File: config.mk
export PLATFORM = sky130hd
export DESIGN_NAME = fis_rx_top
export DESIGN_NICKNAME = d
export VERILOG_FILES = /design/src/logic/fis_rx_pkg.sv /design/src/logic/fis_rx_top.sv /design/src/logic/taskfile_regs.sv /design/src/logic/fis_rx_store.sv /design/src/logic/fis_rx_decode.sv
export SDC_FILE = /design/constraint.sdc
export NUM_CORES = 1
export LEC_CHECK = 0
export BUFFER_PORTS_ARGS = -buffer_cell sky130_fd_sc_hd__buf_2
export CAP_MARGIN = 20
export CORE_MARGIN = 4
export CORE_UTILIZATION = 34
export CTS_BUF_LIST = sky130_fd_sc_hd__clkbuf_16
export DETAILED_ROUTE_END_ITERATION = 10
export PLACE_DENSITY_LB_ADDON = 0.15
export SETUP_SLACK_MARGIN = 0.1
export SLEW_MARGIN = 40
export SYNTH_ARGS = -nofsm -noshare
export SYNTH_HDL_FRONTEND = slang
export SYNTH_SLANG_ARGS = --single-unit
File: constraint.sdc
create_clock -name mclk -period 4 [get_ports mclk]
set_input_delay 0.6 -clock mclk [delete_from_list [all_inputs] [get_ports mclk]]
set_output_delay 0.6 -clock mclk [all_outputs]
set_load 0.01 [all_outputs]
File: src/logic/fis_rx_pkg.sv
/*
 * Shared types and constants of the AHCI FIS receive path.
 * Register addresses are 32-bit word addresses in a 1K-word register map.
 * Receive-area offsets are relative to the fb_base parameter of the top level.
 */
`default_nettype none

package fis_rx_pkg;

    localparam int reg_addr_bits = 10;         // register word address width

    typedef enum logic [1:0] {
        data     = 2'd0,                       // payload dword
        fis_head = 2'd1,                       // first dword of a FIS, type in low byte
        end_ok   = 2'd2,                       // FIS ended, crc good
        end_err  = 2'd3                        // FIS ended with an error
    } rx_type_e;

    typedef struct packed {
        logic [31:0] dword;
        rx_type_e    tag;
    } rx_word_t;

    typedef enum logic [1:0] {
        rfis   = 2'd0,                         // D2H register FIS
        sdb    = 2'd1,                         // set device bits FIS
        ufis   = 2'd2,                         // unknown FIS
        ignore = 2'd3                          // consume and drop
    } fis_kind_e;

    typedef struct packed {
        fis_kind_e                kind;
        logic [reg_addr_bits-1:0] base;        // first storage word
        logic [3:0]               lenm1;       // FIS length in dwords, minus one
        logic                     save;        // store the dwords into the receive area
    } fis_desc_t;

    typedef struct packed {
        logic [reg_addr_bits-1:0] addr;
        logic [31:0]              wdata;
    } reg_wr_t;

    typedef struct packed {
        logic [7:0] err;
        logic [7:0] sts;
    } tf_t;

    localparam logic [reg_addr_bits-1:0] pxtfd_offs  = 10'h048;
    localparam logic [reg_addr_bits-1:0] pxsig_offs  = 10'h049;
    localparam logic [reg_addr_bits-1:0] rfis_offs   = 10'h010; // from fb_base
    localparam logic [reg_addr_bits-1:0] sdbfis_offs = 10'h016;
    localparam logic [reg_addr_bits-1:0] ufis_offs   = 10'h018;

    localparam logic [3:0] rfis_lenm1   = 4'd4;
    localparam logic [3:0] sdbfis_lenm1 = 4'd1;
    localparam logic [3:0] ufis_lenm1   = 4'd15;

    localparam int sts_bsy = 7;
    localparam int sts_drq = 3;
    localparam int sts_err = 0;

endpackage

`default_nettype wire
File: src/logic/fis_rx_top.sv
/*
 * AHCI port receive side for FIS from the SATA transport layer.
 * The caller decodes the FIS type after fis_first_vld and pulses one get_*.
 * The register port has no back-pressure, a write is valid while reg_we is high.
 */
`timescale 1ns/100ps
`default_nettype none

module fis_rx_top #(
    parameter logic [fis_rx_pkg::reg_addr_bits-1:0] fb_base = 10'h300 // receive FIS area
) (
    input  wire                       mclk,
    input  wire                       hba_rst,
    input  wire fis_rx_pkg::rx_word_t  hba_data_in,
    input  wire                       hba_data_in_valid,
    output logic                      hba_data_in_ready,
    input  wire                       get_rfis,
    input  wire                       get_sdbfis,
    input  wire                       get_ufis,
    input  wire                       get_ignore,
    input  wire                       update_err_sts,
    input  wire                       update_sig,
    input  wire                       set_update_sig,
    input  wire                       set_bsy,
    input  wire                       clear_bsy_drq,
    input  wire                       set_sts_7f,
    input  wire                       set_sts_80,
    input  wire                       pcmd_fre,
    output logic                      fis_first_vld,
    output logic                      get_fis_busy,
    output logic                      get_fis_done,
    output logic                      fis_ok,
    output logic                      fis_err,
    output logic                      fis_ferr,
    output logic [7:0]                tfd_sts,
    output logic [7:0]                tfd_err,
    output logic                      fis_i,
    output logic                      sdb_n,
    output logic                      sig_pending,
    output logic                      sig_available,
    output fis_rx_pkg::reg_wr_t       reg_wr,
    output logic                      reg_we
);

    fis_rx_pkg::fis_desc_t fis_desc;
    fis_rx_pkg::reg_wr_t   fis_wr;
    fis_rx_pkg::rx_word_t  rx_word;
    fis_rx_pkg::fis_kind_e cur_kind;
    fis_rx_pkg::tf_t       tfd;
    logic                  desc_load;
    logic                  fis_wr_en;
    logic [3:0]            word_idx;
    logic                  word_take;

    assign tfd_sts = tfd.sts;
    assign tfd_err = tfd.err;

    fis_rx_decode #(.fb_base(fb_base)) u_decode (
        .mclk, .hba_rst, .get_rfis, .get_sdbfis, .get_ufis, .get_ignore, .pcmd_fre,
        .sig_pending, .hba_data_in, .hba_data_in_valid, .fis_busy(get_fis_busy),
        .fis_desc, .desc_load, .fis_first_vld
    );

    fis_rx_store u_store (
        .mclk, .hba_rst, .fis_desc, .desc_load, .hba_data_in, .hba_data_in_valid,
        .hba_data_in_ready, .fis_wr, .fis_wr_en, .rx_word, .word_idx, .word_take, .cur_kind,
        .fis_busy(get_fis_busy), .get_fis_done, .fis_ok, .fis_err, .fis_ferr
    );

    taskfile_regs u_taskfile (
        .mclk, .hba_rst, .rx_word, .word_idx, .word_take, .cur_kind, .fis_wr, .fis_wr_en,
        .update_err_sts, .update_sig, .set_update_sig, .set_bsy, .clear_bsy_drq,
        .set_sts_7f, .set_sts_80, .tfd, .fis_i, .sdb_n, .sig_pending, .sig_available,
        .reg_wr, .reg_we
    );

endmodule

`default_nettype wire

File: src/logic/taskfile_regs.sv
/*
 * PxTFD status/error and device signature, plus the register write port.
 * Storage writes leave one cycle after fis_wr_en and always win the port.
 * PxTFD and PxSIG updates leave two cycles after their pulse unless
 * storage writes are in flight, then they wait.
 * Status commands arriving with a D2H or SDB word 0 are lost.
 */
`timescale 1ns/100ps
`default_nettype none

module taskfile_regs (
    input  wire                        mclk,
    input  wire                        hba_rst,
    input  wire fis_rx_pkg::rx_word_t   rx_word,
    input  wire [3:0]                  word_idx,
    input  wire                        word_take,
    input  wire fis_rx_pkg::fis_kind_e  cur_kind,
    input  wire fis_rx_pkg::reg_wr_t    fis_wr,
    input  wire                        fis_wr_en,
    input  wire                        update_err_sts,
    input  wire                        update_sig,
    input  wire                        set_update_sig,
    input  wire                        set_bsy,
    input  wire                        clear_bsy_drq,
    input  wire                        set_sts_7f,
    input  wire                        set_sts_80,
    output fis_rx_pkg::tf_t            tfd,
    output logic                       fis_i,
    output logic                       sdb_n,
    output logic                       sig_pending,
    output logic                       sig_available,
    output fis_rx_pkg::reg_wr_t        reg_wr,
    output logic                       reg_we
);

    fis_rx_pkg::tf_t tf_n;
    logic [31:0]     sig_r;
    logic            tfd_wq;                   // PxTFD write waiting for the port
    logic            sig_wq;                   // PxSIG write waiting

    wire [31:0] dw      = rx_word.dword;
    wire        d2h     = word_take && cur_kind == fis_rx_pkg::rfis;
    wire        sdb     = word_take && cur_kind == fis_rx_pkg::sdb;
    wire        sts_cmd = set_bsy | clear_bsy_drq | set_sts_7f | set_sts_80;
    wire        sig_w1  = d2h && sig_pending && word_idx == 4'd1;
    wire        sig_w3  = d2h && sig_pending && word_idx == 4'd3;

    always_comb begin
        tf_n = tfd;
        if (d2h && word_idx == 4'd0) begin
            tf_n = fis_rx_pkg::tf_t'(dw[31:16]);       // error and status of D2H
        end else if (sdb && word_idx == 4'd0) begin
            tf_n.err = dw[15:8];
            tf_n.sts = dw[7:0];
            tf_n.sts[fis_rx_pkg::sts_bsy] = tfd.sts[fis_rx_pkg::sts_bsy]; // SDB can't touch BSY
            tf_n.sts[fis_rx_pkg::sts_drq] = tfd.sts[fis_rx_pkg::sts_drq]; // nor DRQ
        end else if (set_sts_7f || set_sts_80) begin
            tf_n.sts = {set_sts_80, {7{set_sts_7f}}}; // both give 0xff
        end else begin
            if (clear_bsy_drq) begin
                tf_n.sts[fis_rx_pkg::sts_bsy] = 1'b0;
                tf_n.sts[fis_rx_pkg::sts_drq] = 1'b0;
            end
            if (set_bsy) tf_n.sts[fis_rx_pkg::sts_bsy] = 1'b1;
        end
    end

    always_ff @(posedge mclk) begin
        if (hba_rst) tfd <= '0;
        else         tfd <= tf_n;

        if (sig_w1) sig_r[31:8] <= dw[23:0];  // lba low, mid, high
        if (sig_w3) sig_r[7:0]  <= dw[7:0];   // sector count

        if ((d2h || sdb) && word_idx == 4'd0) fis_i <= dw[14];
        if (sdb && word_idx == 4'd0)          sdb_n <= dw[15];

        if (hba_rst || set_update_sig) sig_pending <= 1'b1;
        else if (update_sig)           sig_pending <= 1'b0;

        if (hba_rst || update_sig) sig_available <= 1'b0;
        else if (sig_w3)           sig_available <= 1'b1;
    end

    always_ff @(posedge mclk) begin
        if (hba_rst) begin
            tfd_wq <= 1'b0;
            sig_wq <= 1'b0;
            reg_we <= 1'b0;
        end else begin
            reg_we <= fis_wr_en | tfd_wq | sig_wq;
            if (update_err_sts || sts_cmd) tfd_wq <= 1'b1;
            else if (!fis_wr_en)           tfd_wq <= 1'b0;
            if (update_sig && sig_pending)   sig_wq <= 1'b1;
            else if (!fis_wr_en && !tfd_wq)  sig_wq <= 1'b0;
        end

        if (fis_wr_en)   reg_wr <= fis_wr;    // storage first
        else if (tfd_wq) reg_wr <= '{addr: fis_rx_pkg::pxtfd_offs, wdata: {16'h0, tfd}};
        else if (sig_wq) reg_wr <= '{addr: fis_rx_pkg::pxsig_offs, wdata: sig_r};
    end

endmodule

`default_nettype wire

File: src/logic/fis_rx_store.sv
/*
 * Walks one FIS from the input stream and emits its storage writes.
 * The head dword counts as word 0 of the FIS.
 * Ready is combinational and high from desc_load until the end dword.
 * Dwords beyond the FIS length are dropped and flagged as fis_ferr,
 * except for an ignored FIS.
 */
`timescale 1ns/100ps
`default_nettype none

module fis_rx_store (
    input  wire                       mclk,
    input  wire                       hba_rst,
    input  wire fis_rx_pkg::fis_desc_t fis_desc,
    input  wire                       desc_load,
    input  wire fis_rx_pkg::rx_word_t  hba_data_in,
    input  wire                       hba_data_in_valid,
    output logic                      hba_data_in_ready,
    output fis_rx_pkg::reg_wr_t       fis_wr,
    output logic                      fis_wr_en,
    output fis_rx_pkg::rx_word_t      rx_word,
    output logic [3:0]                word_idx,
    output logic                      word_take,
    output fis_rx_pkg::fis_kind_e     cur_kind,
    output logic                      fis_busy,
    output logic                      get_fis_done,
    output logic                      fis_ok,
    output logic                      fis_err,
    output logic                      fis_ferr
);

    fis_rx_pkg::fis_desc_t desc_r;
    fis_rx_pkg::fis_desc_t cur;                // descriptor in use this cycle
    logic                  busy_r;
    logic                  over_r;             // length reached, later dwords dropped
    logic                  drop_r;             // a dword was dropped
    logic [3:0]            cnt_r;
    logic [fis_rx_pkg::reg_addr_bits-1:0] addr_r;
    logic [fis_rx_pkg::reg_addr_bits-1:0] addr_c;
    logic                  take;
    logic                  is_end;
    logic                  word_acc;

    // descriptor is used straight from decode in its load cycle
    assign cur      = desc_load ? fis_desc : desc_r;
    assign addr_c   = desc_load ? fis_desc.base : addr_r;
    assign fis_busy = desc_load | busy_r;

    assign hba_data_in_ready = fis_busy;
    assign take     = fis_busy & hba_data_in_valid;
    assign is_end   = (hba_data_in.tag == fis_rx_pkg::end_ok) ||
                      (hba_data_in.tag == fis_rx_pkg::end_err);
    assign word_acc = take & ~is_end;          // head or data dword

    assign word_take = word_acc & ~over_r;
    assign rx_word   = hba_data_in;
    assign word_idx  = cnt_r;
    assign cur_kind  = cur.kind;

    always_ff @(posedge mclk) begin
        if (desc_load) desc_r <= fis_desc;
        if (word_take)      addr_r <= addr_c + fis_rx_pkg::reg_addr_bits'(1);
        else if (desc_load) addr_r <= fis_desc.base; // head not valid in the load cycle
        fis_wr.addr  <= addr_c;
        fis_wr.wdata <= hba_data_in.dword;
    end

    always_ff @(posedge mclk) begin
        if (hba_rst) begin
            busy_r       <= 1'b0;
            over_r       <= 1'b0;
            drop_r       <= 1'b0;
            cnt_r        <= 4'd0;
            fis_wr_en    <= 1'b0;
            get_fis_done <= 1'b0;
            fis_ok       <= 1'b0;
            fis_err      <= 1'b0;
            fis_ferr     <= 1'b0;
        end else begin
            fis_wr_en    <= word_take & cur.save;
            get_fis_done <= take & is_end;

            if (take && is_end) begin          // counters left clear for the next FIS
                busy_r <= 1'b0;
                over_r <= 1'b0;
                drop_r <= 1'b0;
                cnt_r  <= 4'd0;
            end else begin
                if (desc_load) busy_r <= 1'b1;
                if (word_take) begin
                    cnt_r <= cnt_r + 4'd1;
                    if (cnt_r == cur.lenm1) over_r <= 1'b1;
                end
                if (word_acc && over_r && cur.kind != fis_rx_pkg::ignore)
                    drop_r <= 1'b1;            // too long
            end

            if (desc_load) begin
                fis_ok   <= 1'b0;
                fis_err  <= 1'b0;
                fis_ferr <= 1'b0;
            end
            if (take && is_end) begin
                fis_ok   <= hba_data_in.tag == fis_rx_pkg::end_ok;
                fis_err  <= hba_data_in.tag == fis_rx_pkg::end_err;
                fis_ferr <= drop_r;
            end
        end
    end

endmodule

`default_nettype wire

File: src/logic/fis_rx_decode.sv
/*
 * Turns a get_* command pulse into a FIS descriptor one cycle later.
 * Only one get_* pulse may be high in a cycle.
 * fis_first_vld flags a head dword at the stream output while idle.
 */
`timescale 1ns/100ps
`default_nettype none

module fis_rx_decode #(
    parameter logic [fis_rx_pkg::reg_addr_bits-1:0] fb_base
) (
    input  wire                      mclk,
    input  wire                      hba_rst,
    input  wire                      get_rfis,
    input  wire                      get_sdbfis,
    input  wire                      get_ufis,
    input  wire                      get_ignore,
    input  wire                      pcmd_fre,          // FIS receive enable
    input  wire                      sig_pending,       // D2H is saved while waiting for signature
    input  wire fis_rx_pkg::rx_word_t hba_data_in,
    input  wire                      hba_data_in_valid,
    input  wire                      fis_busy,
    output fis_rx_pkg::fis_desc_t    fis_desc,
    output logic                     desc_load,
    output logic                     fis_first_vld
);

    wire get_any = get_rfis | get_sdbfis | get_ufis | get_ignore;

    fis_rx_pkg::fis_desc_t desc_n;

    always_comb begin
        desc_n       = '0;                      // ignore has an unknown length and is never saved
        desc_n.kind  = fis_rx_pkg::ignore;
        desc_n.lenm1 = 4'hf;
        if (get_rfis) begin
            desc_n.kind  = fis_rx_pkg::rfis;
            desc_n.base  = fb_base + fis_rx_pkg::rfis_offs;
            desc_n.lenm1 = fis_rx_pkg::rfis_lenm1;
            desc_n.save  = sig_pending | pcmd_fre; // signature FIS kept even with fre off
        end else if (get_sdbfis) begin
            desc_n.kind  = fis_rx_pkg::sdb;
            desc_n.base  = fb_base + fis_rx_pkg::sdbfis_offs;
            desc_n.lenm1 = fis_rx_pkg::sdbfis_lenm1;
            desc_n.save  = pcmd_fre;
        end else if (get_ufis) begin
            desc_n.kind  = fis_rx_pkg::ufis;
            desc_n.base  = fb_base + fis_rx_pkg::ufis_offs;
            desc_n.lenm1 = fis_rx_pkg::ufis_lenm1;
            desc_n.save  = pcmd_fre;
        end
    end

    always_ff @(posedge mclk) begin
        if (get_any) fis_desc <= desc_n;

        if (hba_rst) desc_load <= 1'b0;
        else         desc_load <= get_any;

        if (hba_rst || fis_busy || get_any)
            fis_first_vld <= 1'b0;              // stays low until the FIS is done
        else if (hba_data_in_valid && hba_data_in.tag == fis_rx_pkg::fis_head)
            fis_first_vld <= 1'b1;
    end

endmodule

`default_nettype wire

==> impl_metrics.toml <==
[layout]
seq_area_sq_um = 4410
fin_cells = 847
fillCellCount = 1687
area_growth_pct = 22.7
post-route-util = 0.428
drive_above_1_share = 0.282
fin_nets = 659
n_antenna_cell = 0
multiInputGateArea_sq_um = 1730

[critical_path]
cpMaxStageDelayCell = "clkinv_1"
crit_path_end_kind = "flop"
rrSetupSlack_ps = 1430
r2r-end = "u_taskfile.tfd[3]"
crit_fanout = 24
cp-start-kind = "flop"
cp.arrival_ps = 2890
worstReg2RegStart = "u_decode.desc_load"
path_class = "reg -> reg"
worstPathRequired_ps = 4320
r2r_cells = 5
crit_chain = "mux2i_4 > clkinv_1 > nor2_1 > nor3_1 > o22a_1"
critPathMaxStageDelay_ps = 660
cp-startpoint = "u_decode.desc_load"

[pwr]
seq_power_share = 0.493
peakVddDrop_v = 0.000324
p_leak_uw = 0.00324
switchingPower_uw = 945
pwr-share-clk = 0.425
p_comb_frac = 0.082
power_density_nw_per_um2 = 542
switching_share = 0.225
internal_power_uw = 3260

[routing]
viasPerCell = 4.63
postRouteAntennaNets = 0
dr.pass1.iters = 5
drc = 0
vias = 3924
drt-total-wl_um = 14300
wl_per_cell_um = 16.9
drt-initial-drc-count = 180

[clocking]
clock_sinks = 178
clk_path_buf_depth = 2
postCtsHoldBufs = 0
cts_resized = 0
numCtsBuffers = 17
cts_root_buf = "clkbuf_16"
clock_latency_ps = 420
post_cts_buffers = 0
path_clk_slew_ps = 70
htree_levels = 4
cts_tree = "yes"

[synth]
mappedNetlistNets = 540
synth_edf_count = 84
synth_seq_cells = 178
yosysTopAreaCellShare = 0.398
netlist_top_cells_count = "dfxtp_1, edfxtp_1, nand2_1"
ys_warn_count = 0
yosysTopAreaCell = "edfxtp_1"
syn_area_sq_um = 6330
synth_ff_type = "dfxtp_1"
synthCells = 487
async_flop_share = 0
synthTopCellsByArea = "edfxtp_1, dfxtp_1, nand2_1"
yosysMostFrequentCell = "dfxtp_1"
avgSynthCellArea_sq_um = 13.0
yosysSeqAreaShare = 0.695
synth.distinct_cells = 45

[hold_path]
min_to = "u_store.fis_wr[31]"
hold_path.startpoint = "hba_data_in[33]"
hold_depth = 1
min_path_type = "in -> reg"

[place]
dp_hpwl_um = 9880
io_buffers = 118
dpl.cell_count = 816
gp_congestion = 0.729

[global_route]
grt_util_all_layers = 0.138
antenna_found_initial = 0
grt_first_pass_wirelength_um = 21600
grt_max_degree = 62
grt_overflow = 0
grt_pass1_vias = 3801

[timing]
rsz0062_at_grt = "no"
slew_headroom = 0.501
setup_viol = 0
final-max-slew-violation-count = 0
fmax_mhz = 389
worstMarginPinSlew_ps = 748
hold_viol = 0
tns_ps = 0
fin_skew_ps = 9.15
layout_min_cycle_time_ps = 2570
layout_worst_path_cycle_share = 0.643

[run]
drv_cap = 0

[die]
io_pins = 119
die_height_um = 144
die_x_um = 144
initial_core_util = 0.349
rows = 49
dieArea_sq_um = 20900
core-area_sq_um = 18100

[outcome]
run_status = "finished clean"
kinds of logic (layout without fill, tap and decap cells):
kind of cell               after synthesis  count (layout)  synth area share
DFF                                    178             178             0.695
and+or+nand+nor                        139             139             0.105
AOI/OAI and AO/OA                       78              78            0.0919
buffers and inverters                   46             177            0.0328
muxes                                   26              26            0.0446
xor gates and xnor gates                16              16            0.0221
adders and majority gates                4               4           0.00790
metrics by stage:
| stage | setup WS [ps] | cell area (sq um) | hold WS, ps | total power, uW |
|---|---|---|---|---|
| global route | 1160 | 7770 | 292 | 4370 |
| detailed placement | 1400 | 7140 | 459 | 2460 |
| finish | 1430 | 7770 | 302 | 4210 |
| global placement | 1100 | 7130 | 458 | 2460 |
| floorplan | 1590 | 6330 | 437 | 2310 |
| CTS | 1390 | 7770 | 289 | 4260 |
layout make-up:
| type | instances | share of cell area |
|---|---|---|
| Inverter | 23 | 0.0113 |
| Sequential cell | 178 | 0.567 |
| Timing Repair Buffer | 123 | 0.0808 |
| Clock buffer | 17 | 0.0547 |
| Clock inverter | 14 | 0.0270 |
| Tap cell | 229 | 0.0369 |
| Multi-Input combinational cell | 263 | 0.222 |
power by group through the flow:
stage | logic [uW] | clock network, uW | registers (uW)
after CTS | 350 | 1830 | 2080
after global routing | 380 | 1900 | 2090
final | 343 | 1790 | 2080
after detailed placement | 348 | 0 | 2120
after global placement | 342 | 0 | 2110
after floorplan | 180 | 0 | 2130
layout by cell type, fill, tap and decap left out, types with 10 or more instances in the layout:
master / synthesis / routed
buf_2: 3 / 118
dfxtp_1: 94 / 92
edfxtp_1: 84 / 84
nand2_1: 55 / 55
nor2_1: 34 / 34
o21ai_0: 23 / 23
inv_1: 21 / 22
mux2i_1: 20 / 20
clkbuf_16: 0 / 17
a22o_1: 16 / 16
a21oi_1: 12 / 12
and2_1: 10 / 10
metal layers:
layer  share of wire  global-route usage  wire length [um]  vias to the layer above
met4           0.016              0.0555               229                        0
met2            0.45               0.203              6360                       93
met1            0.49               0.200              7050                     1863
met3           0.045              0.0298               639                       17
li1                -                   -                 -                     1951
met5               0                   0                 0                        -
registers in the layout (all words and copies together) (netlist names), 4 cells and up:
| name | count |
|---|---|
| u_store.fis_wr | 42 |
| u_taskfile.reg_wr | 42 |
| u_taskfile.sig_r | 32 |
| u_taskfile.tfd | 16 |
| u_store.addr_r | 10 |
| u_decode.fis_desc | 8 |
| u_store.desc_r | 7 |
| u_store.word_idx | 4 |
critical path: cells and delay by family (launching register included):
kind | cells | cell delay [ps]
buf+inv | 1 | 660
flops | 1 | 650
mux | 1 | 610
simple gates | 2 | 310
compound gates | 1 | 230
worst max-delay path by stage:
stage / to / slack [ps] / depth (start not counted)
floorplan: u_taskfile.sig_r[10] / 1590 / 5
detailed placement: u_taskfile.tfd[3] / 1400 / 5
finish: u_taskfile.tfd[3] / 1430 / 5
global route: u_taskfile.tfd[3] / 1160 / 5
global placement: u_taskfile.tfd[3] / 1100 / 5
CTS: u_taskfile.tfd[3] / 1390 / 5
Note: power is estimated with default switching activity, not from simulation.
